--- config.mk ---
export PLATFORM = sky130hd
export DESIGN_NAME = core
export DESIGN_NICKNAME = d
export VERILOG_FILES = /design/src/hw/core_pkg.sv /design/src/hw/core.sv /design/src/hw/memory_stage.sv /design/src/hw/execute_stage.sv /design/src/hw/reg_file.sv /design/src/hw/decode_stage.sv /design/src/hw/fetch_stage.sv
export SDC_FILE = /design/constraint.sdc
export NUM_CORES = 2
export LEC_CHECK = 0
export BUFFER_PORTS_ARGS = -buffer_cell sky130_fd_sc_hd__buf_2
export CORE_MARGIN = 2
export CORE_UTILIZATION = 50
export CTS_BUF_LIST = sky130_fd_sc_hd__clkbuf_8
export DETAILED_ROUTE_END_ITERATION = 10
export PLACE_DENSITY = 0.66
export SYNTH_ARGS = -nofsm -noshare
export SYNTH_HDL_FRONTEND = slang
export SYNTH_SLANG_ARGS = --single-unit
--- constraint.sdc ---
create_clock -name clk_i -period 6.6 [get_ports clk_i]
set_clock_uncertainty 0.05 [all_clocks]
set_input_delay 0 -clock clk_i [delete_from_list [all_inputs] [get_ports clk_i]]
set_output_delay 0 -clock clk_i [all_outputs]
set_load 0.1 [all_outputs]
--- src/hw/core_pkg.sv ---
package core_pkg;

  localparam int DATA_W     = 32;
  localparam int REG_ADDR_W = 5;

  localparam logic [DATA_W-1:0] RESET_PC = 32'h0000_0000;

  typedef logic [DATA_W-1:0]     data_t;
  typedef logic [REG_ADDR_W-1:0] reg_addr_t;

  // Primary opcode field, inst[31:26]
  typedef enum logic [5:0] {
    OP_SPECIAL = 6'h00,
    OP_BEQ     = 6'h04,
    OP_BNE     = 6'h05,
    OP_ADDIU   = 6'h09,
    OP_ORI     = 6'h0d,
    OP_LUI     = 6'h0f,
    OP_LW      = 6'h23,
    OP_SW      = 6'h2b
  } opcode_e;

  // R-type function field, inst[5:0]
  typedef enum logic [5:0] {
    FN_SLL  = 6'h00,
    FN_ADDU = 6'h21,
    FN_SUBU = 6'h23,
    FN_AND  = 6'h24,
    FN_OR   = 6'h25,
    FN_XOR  = 6'h26,
    FN_SLT  = 6'h2a
  } funct_e;

  typedef enum logic [2:0] {
    ALU_ADD,
    ALU_SUB,
    ALU_AND,
    ALU_OR,
    ALU_XOR,
    ALU_SLT,
    ALU_SLL,
    ALU_LUI
  } alu_op_e;

  typedef struct packed {
    data_t inst;
    data_t pc;
  } if_id_t;

  typedef struct packed {
    alu_op_e   alu_op;
    data_t     operand_1;
    data_t     operand_2;
    logic [4:0] shamt;
    logic      mem_read;
    logic      mem_write;
    data_t     mem_write_data;
    logic      reg_write_en;
    reg_addr_t reg_write_addr;
    data_t     pc;
  } id_ex_t;

  typedef struct packed {
    data_t     result;
    logic      mem_read;
    logic      mem_write;
    data_t     mem_write_data;
    logic      reg_write_en;
    reg_addr_t reg_write_addr;
    data_t     pc;
  } ex_mem_t;

  typedef struct packed {
    logic      reg_write_en;
    reg_addr_t reg_write_addr;
    data_t     write_data;
  } wb_write_t;

  // Result offered back to decode by a later stage
  typedef struct packed {
    logic      write_en;
    reg_addr_t write_addr;
    data_t     value;
    logic      is_load;
  } fwd_src_t;

endpackage
--- src/hw/core.sv ---
`timescale 1ns/1ps

module core (
  input  logic                 clk_i,
  input  logic                 reset_i,
  input  logic                 stall_i,
  output logic                 rom_en_o,
  output core_pkg::data_t      rom_addr_o,
  input  core_pkg::data_t      rom_data_i,
  output logic                 ram_en_o,
  output logic                 ram_we_o,
  output core_pkg::data_t      ram_addr_o,
  output core_pkg::data_t      ram_wdata_o,
  input  core_pkg::data_t      ram_rdata_i,
  output logic                 debug_reg_we_o,
  output core_pkg::reg_addr_t  debug_reg_addr_o,
  output core_pkg::data_t      debug_reg_data_o,
  output core_pkg::data_t      debug_pc_o
);

  core_pkg::if_id_t    if_id;
  core_pkg::id_ex_t    id_ex;
  core_pkg::ex_mem_t   ex_mem;
  core_pkg::wb_write_t wb;
  core_pkg::fwd_src_t  ex_fwd;
  core_pkg::fwd_src_t  mem_fwd;
  core_pkg::reg_addr_t rf_raddr_1;
  core_pkg::reg_addr_t rf_raddr_2;
  core_pkg::data_t     rf_rdata_1;
  core_pkg::data_t     rf_rdata_2;
  core_pkg::data_t     branch_target;
  logic                branch_taken;
  logic                hazard_stall;

  fetch_stage u_fetch (
    .clk_i           (clk_i),
    .reset_i         (reset_i),
    .freeze_i        (stall_i),
    .hazard_stall_i  (hazard_stall),
    .branch_taken_i  (branch_taken),
    .branch_target_i (branch_target),
    .rom_data_i      (rom_data_i),
    .rom_en_o        (rom_en_o),
    .rom_addr_o      (rom_addr_o),
    .if_id_o         (if_id)
  );

  decode_stage u_decode (
    .clk_i           (clk_i),
    .reset_i         (reset_i),
    .freeze_i        (stall_i),
    .if_id_i         (if_id),
    .rf_rdata_1_i    (rf_rdata_1),
    .rf_rdata_2_i    (rf_rdata_2),
    .ex_fwd_i        (ex_fwd),
    .mem_fwd_i       (mem_fwd),
    .rf_raddr_1_o    (rf_raddr_1),
    .rf_raddr_2_o    (rf_raddr_2),
    .hazard_stall_o  (hazard_stall),
    .branch_taken_o  (branch_taken),
    .branch_target_o (branch_target),
    .id_ex_o         (id_ex)
  );

  reg_file u_reg_file (
    .clk_i     (clk_i),
    .reset_i   (reset_i),
    .raddr_1_i (rf_raddr_1),
    .raddr_2_i (rf_raddr_2),
    .wb_i      (wb),
    .rdata_1_o (rf_rdata_1),
    .rdata_2_o (rf_rdata_2)
  );

  execute_stage u_execute (
    .clk_i    (clk_i),
    .reset_i  (reset_i),
    .freeze_i (stall_i),
    .id_ex_i  (id_ex),
    .ex_fwd_o (ex_fwd),
    .ex_mem_o (ex_mem)
  );

  memory_stage u_memory (
    .clk_i       (clk_i),
    .reset_i     (reset_i),
    .freeze_i    (stall_i),
    .ex_mem_i    (ex_mem),
    .ram_rdata_i (ram_rdata_i),
    .ram_en_o    (ram_en_o),
    .ram_we_o    (ram_we_o),
    .ram_addr_o  (ram_addr_o),
    .ram_wdata_o (ram_wdata_o),
    .mem_fwd_o   (mem_fwd),
    .wb_o        (wb),
    .debug_pc_o  (debug_pc_o)
  );

  // Decode already drops r0 as a destination
  assign debug_reg_we_o   = wb.reg_write_en;
  assign debug_reg_addr_o = wb.reg_write_addr;
  assign debug_reg_data_o = wb.write_data;

endmodule

--- src/hw/memory_stage.sv ---
`timescale 1ns/1ps

module memory_stage (
  input  logic                 clk_i,
  input  logic                 reset_i,
  input  logic                 freeze_i,
  input  core_pkg::ex_mem_t    ex_mem_i,
  input  core_pkg::data_t      ram_rdata_i,
  output logic                 ram_en_o,
  output logic                 ram_we_o,
  output core_pkg::data_t      ram_addr_o,
  output core_pkg::data_t      ram_wdata_o,
  output core_pkg::fwd_src_t   mem_fwd_o,
  output core_pkg::wb_write_t  wb_o,
  output core_pkg::data_t      debug_pc_o
);

  core_pkg::data_t     mem_value;
  core_pkg::wb_write_t wb_q;
  core_pkg::data_t     pc_q;

  assign ram_en_o    = ex_mem_i.mem_read || ex_mem_i.mem_write;
  assign ram_we_o    = ex_mem_i.mem_write;
  assign ram_addr_o  = ex_mem_i.result;
  assign ram_wdata_o = ex_mem_i.mem_write_data;

  // RAM answers in the same cycle
  assign mem_value = ex_mem_i.mem_read ? ram_rdata_i : ex_mem_i.result;

  always_comb begin
    mem_fwd_o.write_en   = ex_mem_i.reg_write_en;
    mem_fwd_o.write_addr = ex_mem_i.reg_write_addr;
    mem_fwd_o.value      = mem_value;
    mem_fwd_o.is_load    = ex_mem_i.mem_read;
  end

  always_ff @(posedge clk_i) begin
    if (reset_i) begin
      wb_q <= '0;
      pc_q <= '0;
    end else if (!freeze_i) begin
      wb_q.reg_write_en   <= ex_mem_i.reg_write_en;
      wb_q.reg_write_addr <= ex_mem_i.reg_write_addr;
      wb_q.write_data     <= mem_value;
      pc_q                <= ex_mem_i.pc;
    end
  end

  assign wb_o       = wb_q;
  assign debug_pc_o = pc_q;

  we_implies_en_a: assert property (@(posedge clk_i) disable iff (reset_i)
    ram_we_o |-> ram_en_o);

endmodule

--- src/hw/execute_stage.sv ---
`timescale 1ns/1ps

module execute_stage (
  input  logic                 clk_i,
  input  logic                 reset_i,
  input  logic                 freeze_i,
  input  core_pkg::id_ex_t     id_ex_i,
  output core_pkg::fwd_src_t   ex_fwd_o,
  output core_pkg::ex_mem_t    ex_mem_o
);

  core_pkg::data_t   op_1;
  core_pkg::data_t   op_2;
  core_pkg::data_t   result;
  core_pkg::ex_mem_t ex_mem_q;

  assign op_1 = id_ex_i.operand_1;
  assign op_2 = id_ex_i.operand_2;

  // Loads and stores use ADD, so result doubles as the address
  always_comb begin
    case (id_ex_i.alu_op)
      core_pkg::ALU_ADD: result = op_1 + op_2;
      core_pkg::ALU_SUB: result = op_1 - op_2;
      core_pkg::ALU_AND: result = op_1 & op_2;
      core_pkg::ALU_OR:  result = op_1 | op_2;
      core_pkg::ALU_XOR: result = op_1 ^ op_2;
      core_pkg::ALU_SLT: result = {31'b0, $signed(op_1) < $signed(op_2)};
      core_pkg::ALU_SLL: result = op_2 << id_ex_i.shamt;
      core_pkg::ALU_LUI: result = {op_2[15:0], 16'h0000};
      default:           result = '0;
    endcase
  end

  always_comb begin
    ex_fwd_o.write_en   = id_ex_i.reg_write_en;
    ex_fwd_o.write_addr = id_ex_i.reg_write_addr;
    ex_fwd_o.value      = result;
    ex_fwd_o.is_load    = id_ex_i.mem_read;
  end

  always_ff @(posedge clk_i) begin
    if (reset_i) begin
      ex_mem_q <= '0;
    end else if (!freeze_i) begin
      ex_mem_q.result         <= result;
      ex_mem_q.mem_read       <= id_ex_i.mem_read;
      ex_mem_q.mem_write      <= id_ex_i.mem_write;
      ex_mem_q.mem_write_data <= id_ex_i.mem_write_data;
      ex_mem_q.reg_write_en   <= id_ex_i.reg_write_en;
      ex_mem_q.reg_write_addr <= id_ex_i.reg_write_addr;
      ex_mem_q.pc             <= id_ex_i.pc;
    end
  end

  assign ex_mem_o = ex_mem_q;

endmodule

--- src/hw/reg_file.sv ---
`timescale 1ns/1ps

module reg_file (
  input  logic                 clk_i,
  input  logic                 reset_i,
  input  core_pkg::reg_addr_t  raddr_1_i,
  input  core_pkg::reg_addr_t  raddr_2_i,
  input  core_pkg::wb_write_t  wb_i,
  output core_pkg::data_t      rdata_1_o,
  output core_pkg::data_t      rdata_2_o
);

  core_pkg::data_t regs [1:31];

  always_ff @(posedge clk_i) begin
    if (!reset_i && wb_i.reg_write_en && wb_i.reg_write_addr != '0) begin
      regs[wb_i.reg_write_addr] <= wb_i.write_data;
    end
  end

  // Write-through so decode sees the value retiring this cycle
  function automatic core_pkg::data_t read_port(core_pkg::reg_addr_t addr);
    if (addr == '0) return '0;
    if (wb_i.reg_write_en && wb_i.reg_write_addr == addr) return wb_i.write_data;
    return regs[addr];
  endfunction

  always_comb begin
    rdata_1_o = read_port(raddr_1_i);
    rdata_2_o = read_port(raddr_2_i);
  end

endmodule

--- src/hw/decode_stage.sv ---
`timescale 1ns/1ps

module decode_stage (
  input  logic                  clk_i,
  input  logic                  reset_i,
  input  logic                  freeze_i,
  input  core_pkg::if_id_t      if_id_i,
  input  core_pkg::data_t       rf_rdata_1_i,
  input  core_pkg::data_t       rf_rdata_2_i,
  input  core_pkg::fwd_src_t    ex_fwd_i,
  input  core_pkg::fwd_src_t    mem_fwd_i,
  output core_pkg::reg_addr_t   rf_raddr_1_o,
  output core_pkg::reg_addr_t   rf_raddr_2_o,
  output logic                  hazard_stall_o,
  output logic                  branch_taken_o,
  output core_pkg::data_t       branch_target_o,
  output core_pkg::id_ex_t      id_ex_o
);

  core_pkg::data_t     inst;
  core_pkg::opcode_e   opcode;
  core_pkg::funct_e    funct;
  core_pkg::reg_addr_t rs;
  core_pkg::reg_addr_t rt;
  core_pkg::reg_addr_t rd;
  core_pkg::data_t     imm_sext;
  core_pkg::data_t     imm_zext;
  core_pkg::data_t     op_1;
  core_pkg::data_t     op_2;
  core_pkg::id_ex_t    dec;
  core_pkg::id_ex_t    id_ex_q;
  core_pkg::reg_addr_t wr_addr;
  logic                wr_en;
  logic                uses_rs;
  logic                uses_rt;
  logic                known_op;

  assign inst     = if_id_i.inst;
  assign opcode   = core_pkg::opcode_e'(inst[31:26]);
  assign funct    = core_pkg::funct_e'(inst[5:0]);
  assign rs       = inst[25:21];
  assign rt       = inst[20:16];
  assign rd       = inst[15:11];
  assign imm_sext = {{16{inst[15]}}, inst[15:0]};
  assign imm_zext = {16'h0000, inst[15:0]};

  assign rf_raddr_1_o = rs;
  assign rf_raddr_2_o = rt;

  // Youngest producer wins
  function automatic core_pkg::data_t pick(core_pkg::reg_addr_t addr,
                                           core_pkg::data_t rf_data);
    if (addr == '0) return '0;
    if (ex_fwd_i.write_en && ex_fwd_i.write_addr == addr) return ex_fwd_i.value;
    if (mem_fwd_i.write_en && mem_fwd_i.write_addr == addr) return mem_fwd_i.value;
    return rf_data;
  endfunction

  assign op_1 = pick(rs, rf_rdata_1_i);
  assign op_2 = pick(rt, rf_rdata_2_i);

  always_comb begin
    dec                = '0;
    dec.alu_op         = core_pkg::ALU_ADD;
    dec.operand_1      = op_1;
    dec.operand_2      = op_2;
    dec.shamt          = inst[10:6];
    dec.mem_write_data = op_2;
    dec.pc             = if_id_i.pc;
    uses_rs            = 1'b0;
    uses_rt            = 1'b0;
    wr_en              = 1'b0;
    wr_addr            = rt;
    known_op           = 1'b1;
    case (opcode)
      core_pkg::OP_SPECIAL: begin
        uses_rs = 1'b1;
        uses_rt = 1'b1;
        wr_en   = 1'b1;
        wr_addr = rd;
        case (funct)
          core_pkg::FN_ADDU: dec.alu_op = core_pkg::ALU_ADD;
          core_pkg::FN_SUBU: dec.alu_op = core_pkg::ALU_SUB;
          core_pkg::FN_AND:  dec.alu_op = core_pkg::ALU_AND;
          core_pkg::FN_OR:   dec.alu_op = core_pkg::ALU_OR;
          core_pkg::FN_XOR:  dec.alu_op = core_pkg::ALU_XOR;
          core_pkg::FN_SLT:  dec.alu_op = core_pkg::ALU_SLT;
          core_pkg::FN_SLL:  dec.alu_op = core_pkg::ALU_SLL;
          default:           wr_en = 1'b0;
        endcase
      end
      core_pkg::OP_ADDIU: begin
        uses_rs       = 1'b1;
        wr_en         = 1'b1;
        dec.operand_2 = imm_sext;
      end
      core_pkg::OP_ORI: begin
        uses_rs       = 1'b1;
        wr_en         = 1'b1;
        dec.alu_op    = core_pkg::ALU_OR;
        dec.operand_2 = imm_zext;
      end
      core_pkg::OP_LUI: begin
        wr_en         = 1'b1;
        dec.alu_op    = core_pkg::ALU_LUI;
        dec.operand_2 = imm_zext;
      end
      core_pkg::OP_LW: begin
        uses_rs       = 1'b1;
        wr_en         = 1'b1;
        dec.operand_2 = imm_sext;
        dec.mem_read  = 1'b1;
      end
      core_pkg::OP_SW: begin
        uses_rs       = 1'b1;
        uses_rt       = 1'b1;
        dec.operand_2 = imm_sext;
        dec.mem_write = 1'b1;
      end
      core_pkg::OP_BEQ, core_pkg::OP_BNE: begin
        uses_rs = 1'b1;
        uses_rt = 1'b1;
      end
      default: known_op = 1'b0;
    endcase
    // r0 is never a destination
    dec.reg_write_en   = wr_en && (wr_addr != '0);
    dec.reg_write_addr = wr_addr;
  end

  // Load result is not ready until the load leaves execute
  assign hazard_stall_o = ex_fwd_i.is_load && ex_fwd_i.write_en &&
                          ((uses_rs && ex_fwd_i.write_addr == rs) ||
                           (uses_rt && ex_fwd_i.write_addr == rt));

  assign branch_taken_o  = (opcode == core_pkg::OP_BEQ && op_1 == op_2) ||
                           (opcode == core_pkg::OP_BNE && op_1 != op_2);
  assign branch_target_o = if_id_i.pc + 32'd4 + {imm_sext[29:0], 2'b00};

  always_ff @(posedge clk_i) begin
    if (reset_i) begin
      id_ex_q <= '0;
    end else if (!freeze_i) begin
      id_ex_q <= hazard_stall_o ? '0 : dec;
    end
  end

  assign id_ex_o = id_ex_q;

  stall_bubble_a: assert property (@(posedge clk_i) disable iff (reset_i)
    hazard_stall_o && !freeze_i |=>
      !id_ex_o.reg_write_en && !id_ex_o.mem_read && !id_ex_o.mem_write);

  unknown_op_a: assert property (@(posedge clk_i) disable iff (reset_i)
    !known_op && !freeze_i |=> !id_ex_o.mem_read && !id_ex_o.mem_write);

endmodule

--- src/hw/fetch_stage.sv ---
`timescale 1ns/1ps

module fetch_stage (
  input  logic               clk_i,
  input  logic               reset_i,
  input  logic               freeze_i,
  input  logic               hazard_stall_i,
  input  logic               branch_taken_i,
  input  core_pkg::data_t    branch_target_i,
  input  core_pkg::data_t    rom_data_i,
  output logic               rom_en_o,
  output core_pkg::data_t    rom_addr_o,
  output core_pkg::if_id_t   if_id_o
);

  core_pkg::data_t  pc_q;
  core_pkg::if_id_t if_id_q;
  logic             rom_en_q;
  logic             advance;

  assign advance = !freeze_i && !hazard_stall_i;

  // ROM comes up one cycle after reset, then stays on
  always_ff @(posedge clk_i) begin
    if (reset_i) begin
      rom_en_q <= 1'b0;
      pc_q     <= core_pkg::RESET_PC;
      if_id_q  <= '0;
    end else if (advance) begin
      rom_en_q <= 1'b1;
      if (rom_en_q) begin
        pc_q <= branch_taken_i ? branch_target_i : pc_q + 32'd4;
      end
      if_id_q.inst <= rom_en_q ? rom_data_i : '0;
      if_id_q.pc   <= pc_q;
    end
  end

  assign rom_en_o   = rom_en_q;
  assign rom_addr_o = pc_q;
  assign if_id_o    = if_id_q;

  pc_aligned_a: assert property (@(posedge clk_i) disable iff (reset_i)
    pc_q[1:0] == 2'b00);

endmodule

# Yosys cells after proc, flatten, opt, wreduce, memory -nomap -nowiden

Memory sizes are Yosys's and may differ from the RTL's. A register that Yosys moved wholly into a read port is not among the register bits.
Index checks and enable logic that the tools add are counted.

Flip-flop bits (word level): 415
Bits in latches: 0
RAM bits: 992
ROM bits: 0
Input port bits: 67
Output and inout bits: 169
Logic and storage cells: 153
Memories kept: 1

Memory list:

| memory          | words | bits a word | read ports | clocked after memory_dff | write ports | line           | text |
|---|---|---|---|---|---|---|---|
| u_reg_file.regs | 31    | 32          | 2          | 2                        | 1           | reg_file.sv:13 | `core_pkg::data_t regs [1:31];` |

$add $sub $neg: 5
Multipliers: 0
Divide/modulo/power cells: 0
$lt $le $gt $ge: 1
Eq/ne operators: 28
Shift operators: 1
Muxes and demuxes: 53
Bitwise gates (word level): 3
Reductions and logical operators: 36

Operators by type and width:

| kind                                                | number |
|---|---|
| two-way mux 32 bit                                  | 19 |
| case mux 32 bit (8 select lines)                    | 1 |
| two-way mux 144 bit                                 | 1 |
| adder 32 x 3 -> 32 bit, second input constant       | 2 |
| adder 32 bit                                        | 2 |
| case mux 32 bit (2 select lines)                    | 1 |
| equality test 6 bit, second input constant          | 8 |
| AND 32 bit                                          | 1 |
| equality test 32 bit                                | 1 |
| < comparator 32 bit                                 | 1 |
| inequality test 32 bit                              | 1 |
| OR 32 bit                                           | 1 |
| left shift 32 x 5 -> 32 bit                         | 1 |
| subtractor 32 bit                                   | 1 |
| XOR 32 bit                                          | 1 |
| equality test 5 bit                                 | 6 |
| two-way mux 5 bit                                   | 5 |
| two-way mux 1 bit                                   | 23 |
| equality test 6 x 4 -> 1 bit, second input constant | 3 |
| case mux 3 bit (6 select lines)                     | 1 |
| logical AND 1 bit                                   | 16 |
| OR reduction 7 bit                                  | 2 |
| equality test 3 bit, second input constant          | 4 |
| equality test 6 x 3 -> 1 bit, second input constant | 2 |
| 14 further kinds                                    | 23 |

# Depth between registers and ports, before layout

Depth in word-level cells: 13
Depth in mapped cells: 25
Mapped depth without buffers: 21

# Hierarchy

Synthesis repeated with hierarchy kept, for this count alone.

Cells, all modules: 6573
Area total of the unflattened synthesis: 76517.1 µm²

Modules (own cells, without submodules):

| module        | instances | cells an instance | area an instance (µm²) | sequential area each (µm²) |
|---|---|---|---|---|
| reg_file      | 1         | 2791              | 47234.1                | 29788.6 |
| execute_stage | 1         | 1437              | 10939.2                | 2082.0 |
| decode_stage  | 1         | 1458              | 10318.6                | 2882.8 |
| fetch_stage   | 1         | 549               | 4379.2                 | 1941.9 |
| memory_stage  | 1         | 338               | 3646.0                 | 1401.3 |

# Least setup slack after synthesis

Ideal clock, no wire load.

Path kind: register to register
Start: register u_memory.wb_q, in the netlist u_memory.wb_o[35]
End: register u_fetch.pc_q[3] (netlist: u_fetch.rom_addr_o[3])
Library setup time: 0.132 ns
Arrival: 5.167 ns
Data required time: 6.418 ns
Slack: 1.252 ns
Stages on the path, launching flop included: 20
Buffers on the path: 3
Period minus slack after synthesis: 5.348 ns
Cells stage by stage: dfxtp_1 > clkbuf_1 > xor2_1 > nor4_1 > nand2_1 > buf_2 > nand2_1 > o221ai_1 > a21oi_1 > nor2_1 > or4_1 > nor4_1 > nand4_1 > nor4_1 > nand4_1 > nor4_4 > mux2i_1 > clkbuf_1 > mux2i_1 > a21oi_1

Cells in the longest elaborated chain, start to end: 12
Elaborated cells between the ends (all ways): 24
Those cells by class: eq/ne: 4; mux: 15; reduce/logical: 5

RTL lines:

| what                                                           | line                                     | text |
|---|---|---|
| start, declared                                                | memory_stage.sv:19                       | `core_pkg::wb_write_t wb_q;` |
| equality test 5 bit                                            | reg_file.sv:24                           | `if (wb_i.reg_write_en && wb_i.reg_write_addr == addr) return wb_i.write_data;` |
| logical AND 1 bit                                              | reg_file.sv:24                           |  |
| two-way mux 1 bit (2 in a row)                                 | reg_file.sv:24                           |  |
| two-way mux 32 bit                                             | reg_file.sv:25                           | `return regs[addr];` |
| two-way mux 32 bit                                             | decode_stage.sv:56                       | `return rf_data;` |
| two-way mux 32 bit                                             | decode_stage.sv:55                       | `if (mem_fwd_i.write_en && mem_fwd_i.write_addr == addr) return mem_fwd_i.value;` |
| two-way mux 32 bit                                             | decode_stage.sv:54                       | `if (ex_fwd_i.write_en && ex_fwd_i.write_addr == addr) return ex_fwd_i.value;` |
| equality test 32 bit or inequality test 32 bit (tied branches) | decode_stage.sv:136, decode_stage.sv:137 |  |
| logical AND 1 bit, on equally long branches                    | decode_stage.sv:136, decode_stage.sv:137 |  |
| logical OR 1 bit (*)                                           | decode_stage.sv:136                      | `assign branch_taken_o = (opcode == core_pkg::OP_BEQ && op_1 == op_2) \|\|` |
| two-way mux 32 bit (*)                                         | fetch_stage.sv:32                        | `pc_q <= branch_taken_i ? branch_target_i : pc_q + 32'd4;` |
| end signal, assigned                                           | fetch_stage.sv:27                        | `pc_q <= core_pkg::RESET_PC;` |
| end signal, assigned                                           | fetch_stage.sv:32                        |  |
| end, declared                                                  | fetch_stage.sv:16                        | `core_pkg::data_t pc_q;` |

Every way passes the cells marked *; elsewhere a longest branch is shown, timed or not. The select of a mux whose other input is x is not followed.
A chain may end at the register's enable or synchronous reset.

# Final worst setup path

Start: register u_decode.id_ex_q, in the netlist u_decode.id_ex_o[77]
End: register u_fetch.pc_q[12] (netlist: u_fetch.rom_addr_o[12])

Cells in the longest elaborated chain, start to end: 11
Elaborated cells between the ends (all ways): 24
Those cells by class: add/sub: 2; order compare: 1; eq/ne: 2; shift: 1; mux: 12; bitwise: 3; reduce/logical: 3

RTL lines:

| what                                                           | line                                     | text |
|---|---|---|
| start, declared                                                | decode_stage.sv:31                       | `core_pkg::id_ex_t id_ex_q;` |
| start signal, assigned                                         | decode_stage.sv:144                      | `id_ex_q <= hazard_stall_o ? '0 : dec;` |
| subtractor 32 bit (tied with other cells)                      | execute_stage.sv:24                      | `core_pkg::ALU_SUB: result = op_1 - op_2;` |
| case mux 32 bit (8 select lines) (*)                           | execute_stage.sv:22                      | `case (id_ex_i.alu_op)` |
| two-way mux 32 bit                                             | decode_stage.sv:54                       |  |
| two-way mux 32 bit                                             | decode_stage.sv:55                       |  |
| two-way mux 32 bit                                             | decode_stage.sv:56                       |  |
| two-way mux 32 bit                                             | decode_stage.sv:55                       |  |
| two-way mux 32 bit                                             | decode_stage.sv:54                       |  |
| equality test 32 bit or inequality test 32 bit (tied branches) | decode_stage.sv:136, decode_stage.sv:137 |  |
| logical AND 1 bit, on equally long branches                    | decode_stage.sv:136, decode_stage.sv:137 |  |
| logical OR 1 bit (*)                                           | decode_stage.sv:136                      |  |
| two-way mux 32 bit (*)                                         | fetch_stage.sv:32                        |  |

Every way passes the cells marked *; elsewhere a longest branch is shown, timed or not.

==> results.md <==
- The number of nets in the layout is 6881.
- After floorplanning, the core was divided into 143 placement rows.
- After detailed routing, the number of vias per cell comes to 6.783.
- For this run, global-route usage on met1 was measured as 48.25%.
- Data on the critical path is required at its endpoint by 7.43 ns.
- The final count of pins violating max slew is 0.
- Yosys printed 0 warnings.
- Counting cells, the worst reg-to-reg path comes to 20.
- Once layout is complete, the cells apart from fillers number 8873.
- The post-route clock period utilization is 97.61%.
- The number of max-cap violations is 0.
- The die is 394.4 um wide.
- The mean cell area of the mapped netlist is 12.14 sq um.
- The sequential cell area is 38330 sq um.
- TritonCTS built the clock tree.
- VDD sags by at most 0.1998 mV.
- In this run the cell area of the synthesized design comes to 76220 sq um.
- Input and output buffers added on the ports amount to 235.
- The commonest register cell after synthesis is sky130_fd_sc_hd__edfxtp_1.
- The total power is 20.01 mW.
- The number of synthesized register bits is 1417.
- The critical path class is reg -> reg.
- The remaining design rule violation count is 0.
- The number of global-route vias before repair is 57.11k.
- The worst register-to-register path has a setup slack of 0.16 ns.
- The worst path in the final design needs a cycle of 6.442 ns, including I/O delays and setup.
- The origin of the critical flop-to-flop path is u_decode.id_ex_o[77]$_SDFFE_PP0N_.
- The type of the most critical hold path is in -> reg.
- Across every metal layer, demand over resource in global routing totals 37.09%.
- The core region is 151700 sq um.
- Measured along the y axis, the die boundary spans 394.4 um.
- In the final layout, the multi-input gates occupy 34900 sq um.
- The post-DP HPWL is 202.6 mm.
- The synthesized net count is 6504.
- The launching element type of the critical path is a flop.
- Setup violations remaining at the end of the flow were counted as 0.
- The number of endpoints with negative hold slack in the final report is 0.
- The post-synthesis async set-or-reset flop share is 0%.
- The flow ran to the end, and the final reports show no timing, DRC or antenna violations.
- In this run, placement finished with an instance count of 8356.
- The worst endpoint data arrival time is 7.27 ns.
- The overall via count from detail_route is 60.18k.
- The worst setup path is captured at a flop.
- The wire length of the first global-routing pass is 416.7 mm.
- For the worst-skew pair, the clock arrives at the later sink with an insertion delay of 1.02 ns.
- The maximum number of buffers from clock root to sink is 3.
- The weighted congestion at the end of routability-driven global placement is 1.046.
- The first routing iteration left 8885 violations.
- The count of fill cells added during filler insertion is 12.59k.
- Counting flops with a built-in enable in the synthesized netlist gives 992.
- Global routing used 10.05% of the available met3 tracks.
- For this run, the detailed router's first-pass iteration total came to 7.
- The global route total overflow is 0.
- The capture point of the worst reg-to-reg path is u_fetch.rom_addr_o[12]$_SDFFE_PP0P_.
- Global routing used 56.02% of the available met2 tracks.
- For hold timing, the worst endpoint is u_memory.wb_o[1]$_SDFFE_PP0N_.
- The CTS buffer count is 229.
- The source of the worst hold timing path is ram_rdata_i[1].
- Relative to the synthesized area, the layout overhead comes to 12.62%.
- The number of antenna violations at the first check in global routing is 20.
- In this run the most used layer during global routing was met2.
- The average detailed-routed wire length per instance is 33.26 um.
- 236 I/O pins were placed.
- The largest fanout on the critical path is 32.
- The startpoint of the most critical setup path is u_decode.id_ex_o[77]$_SDFFE_PP0N_.
- Static timing analysis puts the maximum clock frequency at 155.2 MHz.
- The analysis attributes to cell leakage a power of 29.83 nW.
- The final wirelength is 295.1 mm.
- Synthesis produced 6280 cells.
- The worst hold path passes through 7 cells.
- Setup repair after global routing left no endpoint under its margin.
- Of the synthesized area, sequential elements account for 50.25%.
- Once the floorplan was initialized, standard cells occupied 50.23% of the core.
- The detail route stage leaves a number of antenna-violating nets equal to 0.
- The area of the die is 155600 sq um.
- The maximum number of pins on one net before global-route repair is 176.
- In this run the power density over the cells is 233.1 nW/um^2.
- The cell at the root of the clock tree is sky130_fd_sc_hd__clkbuf_8.
- The number of distinct library cells after synthesis is 100.
- The relative max-transition margin is 12.72%.
- At the pin with the least slew margin, the transition time is 1.307 ns.
- The clock edge transition at the registers on the reported setup and hold paths is 0.06 ns.
- The fraction of final layout cells with drive strength greater than 1 is 22.33%.
- The H-tree level count is 4.
- The aggregate negative setup slack is 0 ns.
- The TritonCTS sink count is 1417.
cell usage in the layout, fill, tap and decap left out, types with 98 or more instances in the layout:
master                          count
sky130_fd_sc_hd__buf_4            330
sky130_fd_sc_hd__a22oi_1          112
sky130_fd_sc_hd__o21ai_0          156
sky130_fd_sc_hd__nand2_1          436
sky130_fd_sc_hd__ha_1             154
sky130_fd_sc_hd__nand3_1          126
sky130_fd_sc_hd__mux2i_1          348
sky130_fd_sc_hd__buf_2            233
sky130_fd_sc_hd__inv_1            187
sky130_fd_sc_hd__a21oi_1          441
sky130_fd_sc_hd__nor3_1            98
sky130_fd_sc_hd__nor2_1           673
sky130_fd_sc_hd__edfxtp_1         992
sky130_fd_sc_hd__clkbuf_8         251
sky130_fd_sc_hd__dlygate4sd3_1    100
sky130_fd_sc_hd__mux4_2           498
sky130_fd_sc_hd__dfxtp_1          412
registers in the layout (all words and copies together) (netlist names), named ones only:
register and count:
u_memory.wb_o 38, u_execute.ex_mem_o 104, u_memory.debug_pc_o 32, u_reg_file.regs 992, u_fetch.rom_en_o 1, u_fetch.if_id_o 64, u_decode.id_ex_o 144, u_fetch.rom_addr_o 32
layer usage:
layer | part of all wire (%) | up-vias
met5 | 0.033 | -
met4 | 6.8 | 14
met3 | 12 | 886
met2 | 44 | 4287
met1 | 37 | 29910
li1 | - | 25090
synthesized netlist by cell type (34+ instances only):
master                     count  area, sq um
sky130_fd_sc_hd__a22oi_1     112        840.8
sky130_fd_sc_hd__a211oi_1     97        728.2
sky130_fd_sc_hd__inv_1       121        454.2
sky130_fd_sc_hd__a32oi_1      39        341.6
sky130_fd_sc_hd__nand2_1     437         1640
sky130_fd_sc_hd__dfxtp_1     425         8508
sky130_fd_sc_hd__a21oi_1     441         2207
sky130_fd_sc_hd__nor3_1       99        495.5
sky130_fd_sc_hd__nand2b_1     45        281.5
sky130_fd_sc_hd__o21ai_0     157        785.8
sky130_fd_sc_hd__xnor2_1      55        481.7
sky130_fd_sc_hd__edfxtp_1    992        29790
sky130_fd_sc_hd__buf_2        94        470.5
sky130_fd_sc_hd__nand3_1     126        630.6
sky130_fd_sc_hd__buf_4       100        750.7
sky130_fd_sc_hd__mux4_2      498        11220
sky130_fd_sc_hd__nor2b_1      38        237.7
sky130_fd_sc_hd__mux2i_1     349         3493
sky130_fd_sc_hd__o211ai_1     51        382.9
sky130_fd_sc_hd__o22ai_1      78        488.0
sky130_fd_sc_hd__ha_1        154         1927
sky130_fd_sc_hd__buf_1        35        131.4
sky130_fd_sc_hd__nor2_1      707         2654
sky130_fd_sc_hd__clkbuf_1    278         1044
sky130_fd_sc_hd__and2_1       34        212.7
worst max path at each step:
stage,slack (ns),endpoint
final,0.16,u_fetch.rom_addr_o[12]$_SDFFE_PP0P_
after global routing,0.05,u_fetch.rom_addr_o[20]$_SDFFE_PP0P_
after CTS,0.29,u_fetch.rom_addr_o[12]$_SDFFE_PP0P_
after detailed placement,0.30,u_fetch.rom_addr_o[12]$_SDFFE_PP0P_
after global placement,0.41,u_fetch.rom_addr_o[12]$_SDFFE_PP0P_
after floorplan,1.25,u_fetch.rom_addr_o[3]$_SDFFE_PP0P_
worst max-delay path: stages, from the launching register on:
cell                        delay, ns
sky130_fd_sc_hd__dfxtp_1         0.32
sky130_fd_sc_hd__buf_4           0.18
sky130_fd_sc_hd__ha_1            0.27
sky130_fd_sc_hd__fa_1            0.45
sky130_fd_sc_hd__a211oi_1        0.35
sky130_fd_sc_hd__o211ai_1        0.28
sky130_fd_sc_hd__and4_1          0.34
sky130_fd_sc_hd__a211o_1         0.42
sky130_fd_sc_hd__a41oi_1         0.28
sky130_fd_sc_hd__o21ai_0         0.12
sky130_fd_sc_hd__a21o_1          0.19
sky130_fd_sc_hd__o211ai_1        0.54
sky130_fd_sc_hd__a21boi_0        0.54
sky130_fd_sc_hd__a211oi_1        0.33
sky130_fd_sc_hd__nand4_1         0.27
sky130_fd_sc_hd__nor4_4          0.33
sky130_fd_sc_hd__buf_4           0.18
sky130_fd_sc_hd__mux2i_4         0.24
sky130_fd_sc_hd__buf_12          0.21
sky130_fd_sc_hd__nor3_1          0.07
sky130_fd_sc_hd__a2111oi_1       0.37
cells by family (layout without fill, tap and decap cells):
group	after synthesis	in the layout	synth area share (%)
compound gates	1350	1350	11.76
xor+xnor	82	82	0.9423
fa+ha+maj	157	157	2.607
buf+inv	669	1226	4.349
flops	1417	1417	50.25
mux	879	879	19.77
other cells	0	6	0
simple gates	1726	1726	10.33
cell type report:
cell class | count | area share [%]
Tap cell | 2030 | 2.959
Timing Repair Buffer | 689 | 6.006
Clock buffer | 251 | 4.025
Sequential cell | 1417 | 44.66
Clock inverter | 160 | 1.121
Antenna cell | 6 | 0.01749
Multi-Input combinational cell | 4194 | 40.66
Inverter | 126 | 0.5510
per-stage QoR:
step | hold slack [ns] | setup slack (ns) | area, sq um | utilization, %
after floorplan | 0.1172 | 1.252 | 76220 | -
after CTS | 0.001427 | 0.2898 | 85810 | 56.56
final | 0.06331 | 0.1580 | 85830 | 56.57
after global placement | 0.2315 | 0.4077 | 80390 | 52.98
after global routing | 0.06096 | 0.05115 | 85830 | 56.57
after detailed placement | 0.2332 | 0.3007 | 80390 | 52.98
what timing repair did:
item                                   4_1_cts  5_1_grt
hold buffers                               100        0
endpoints found under the hold margin      286        0
gates resized for setup                      0        2
setup endpoints to repair                    0       28
buffers inserted                             0        0
power breakdown:
group | total [mW] | internal, mW | leakage (nW) | switching, mW
sequential | 9.64 | 9.53 | 12.6 | 0.110
clock | 7.48 | 3.74 | 2.50 | 3.74
combinational | 2.89 | 0.919 | 14.8 | 1.97
Power figures use the tool's default switching activity.
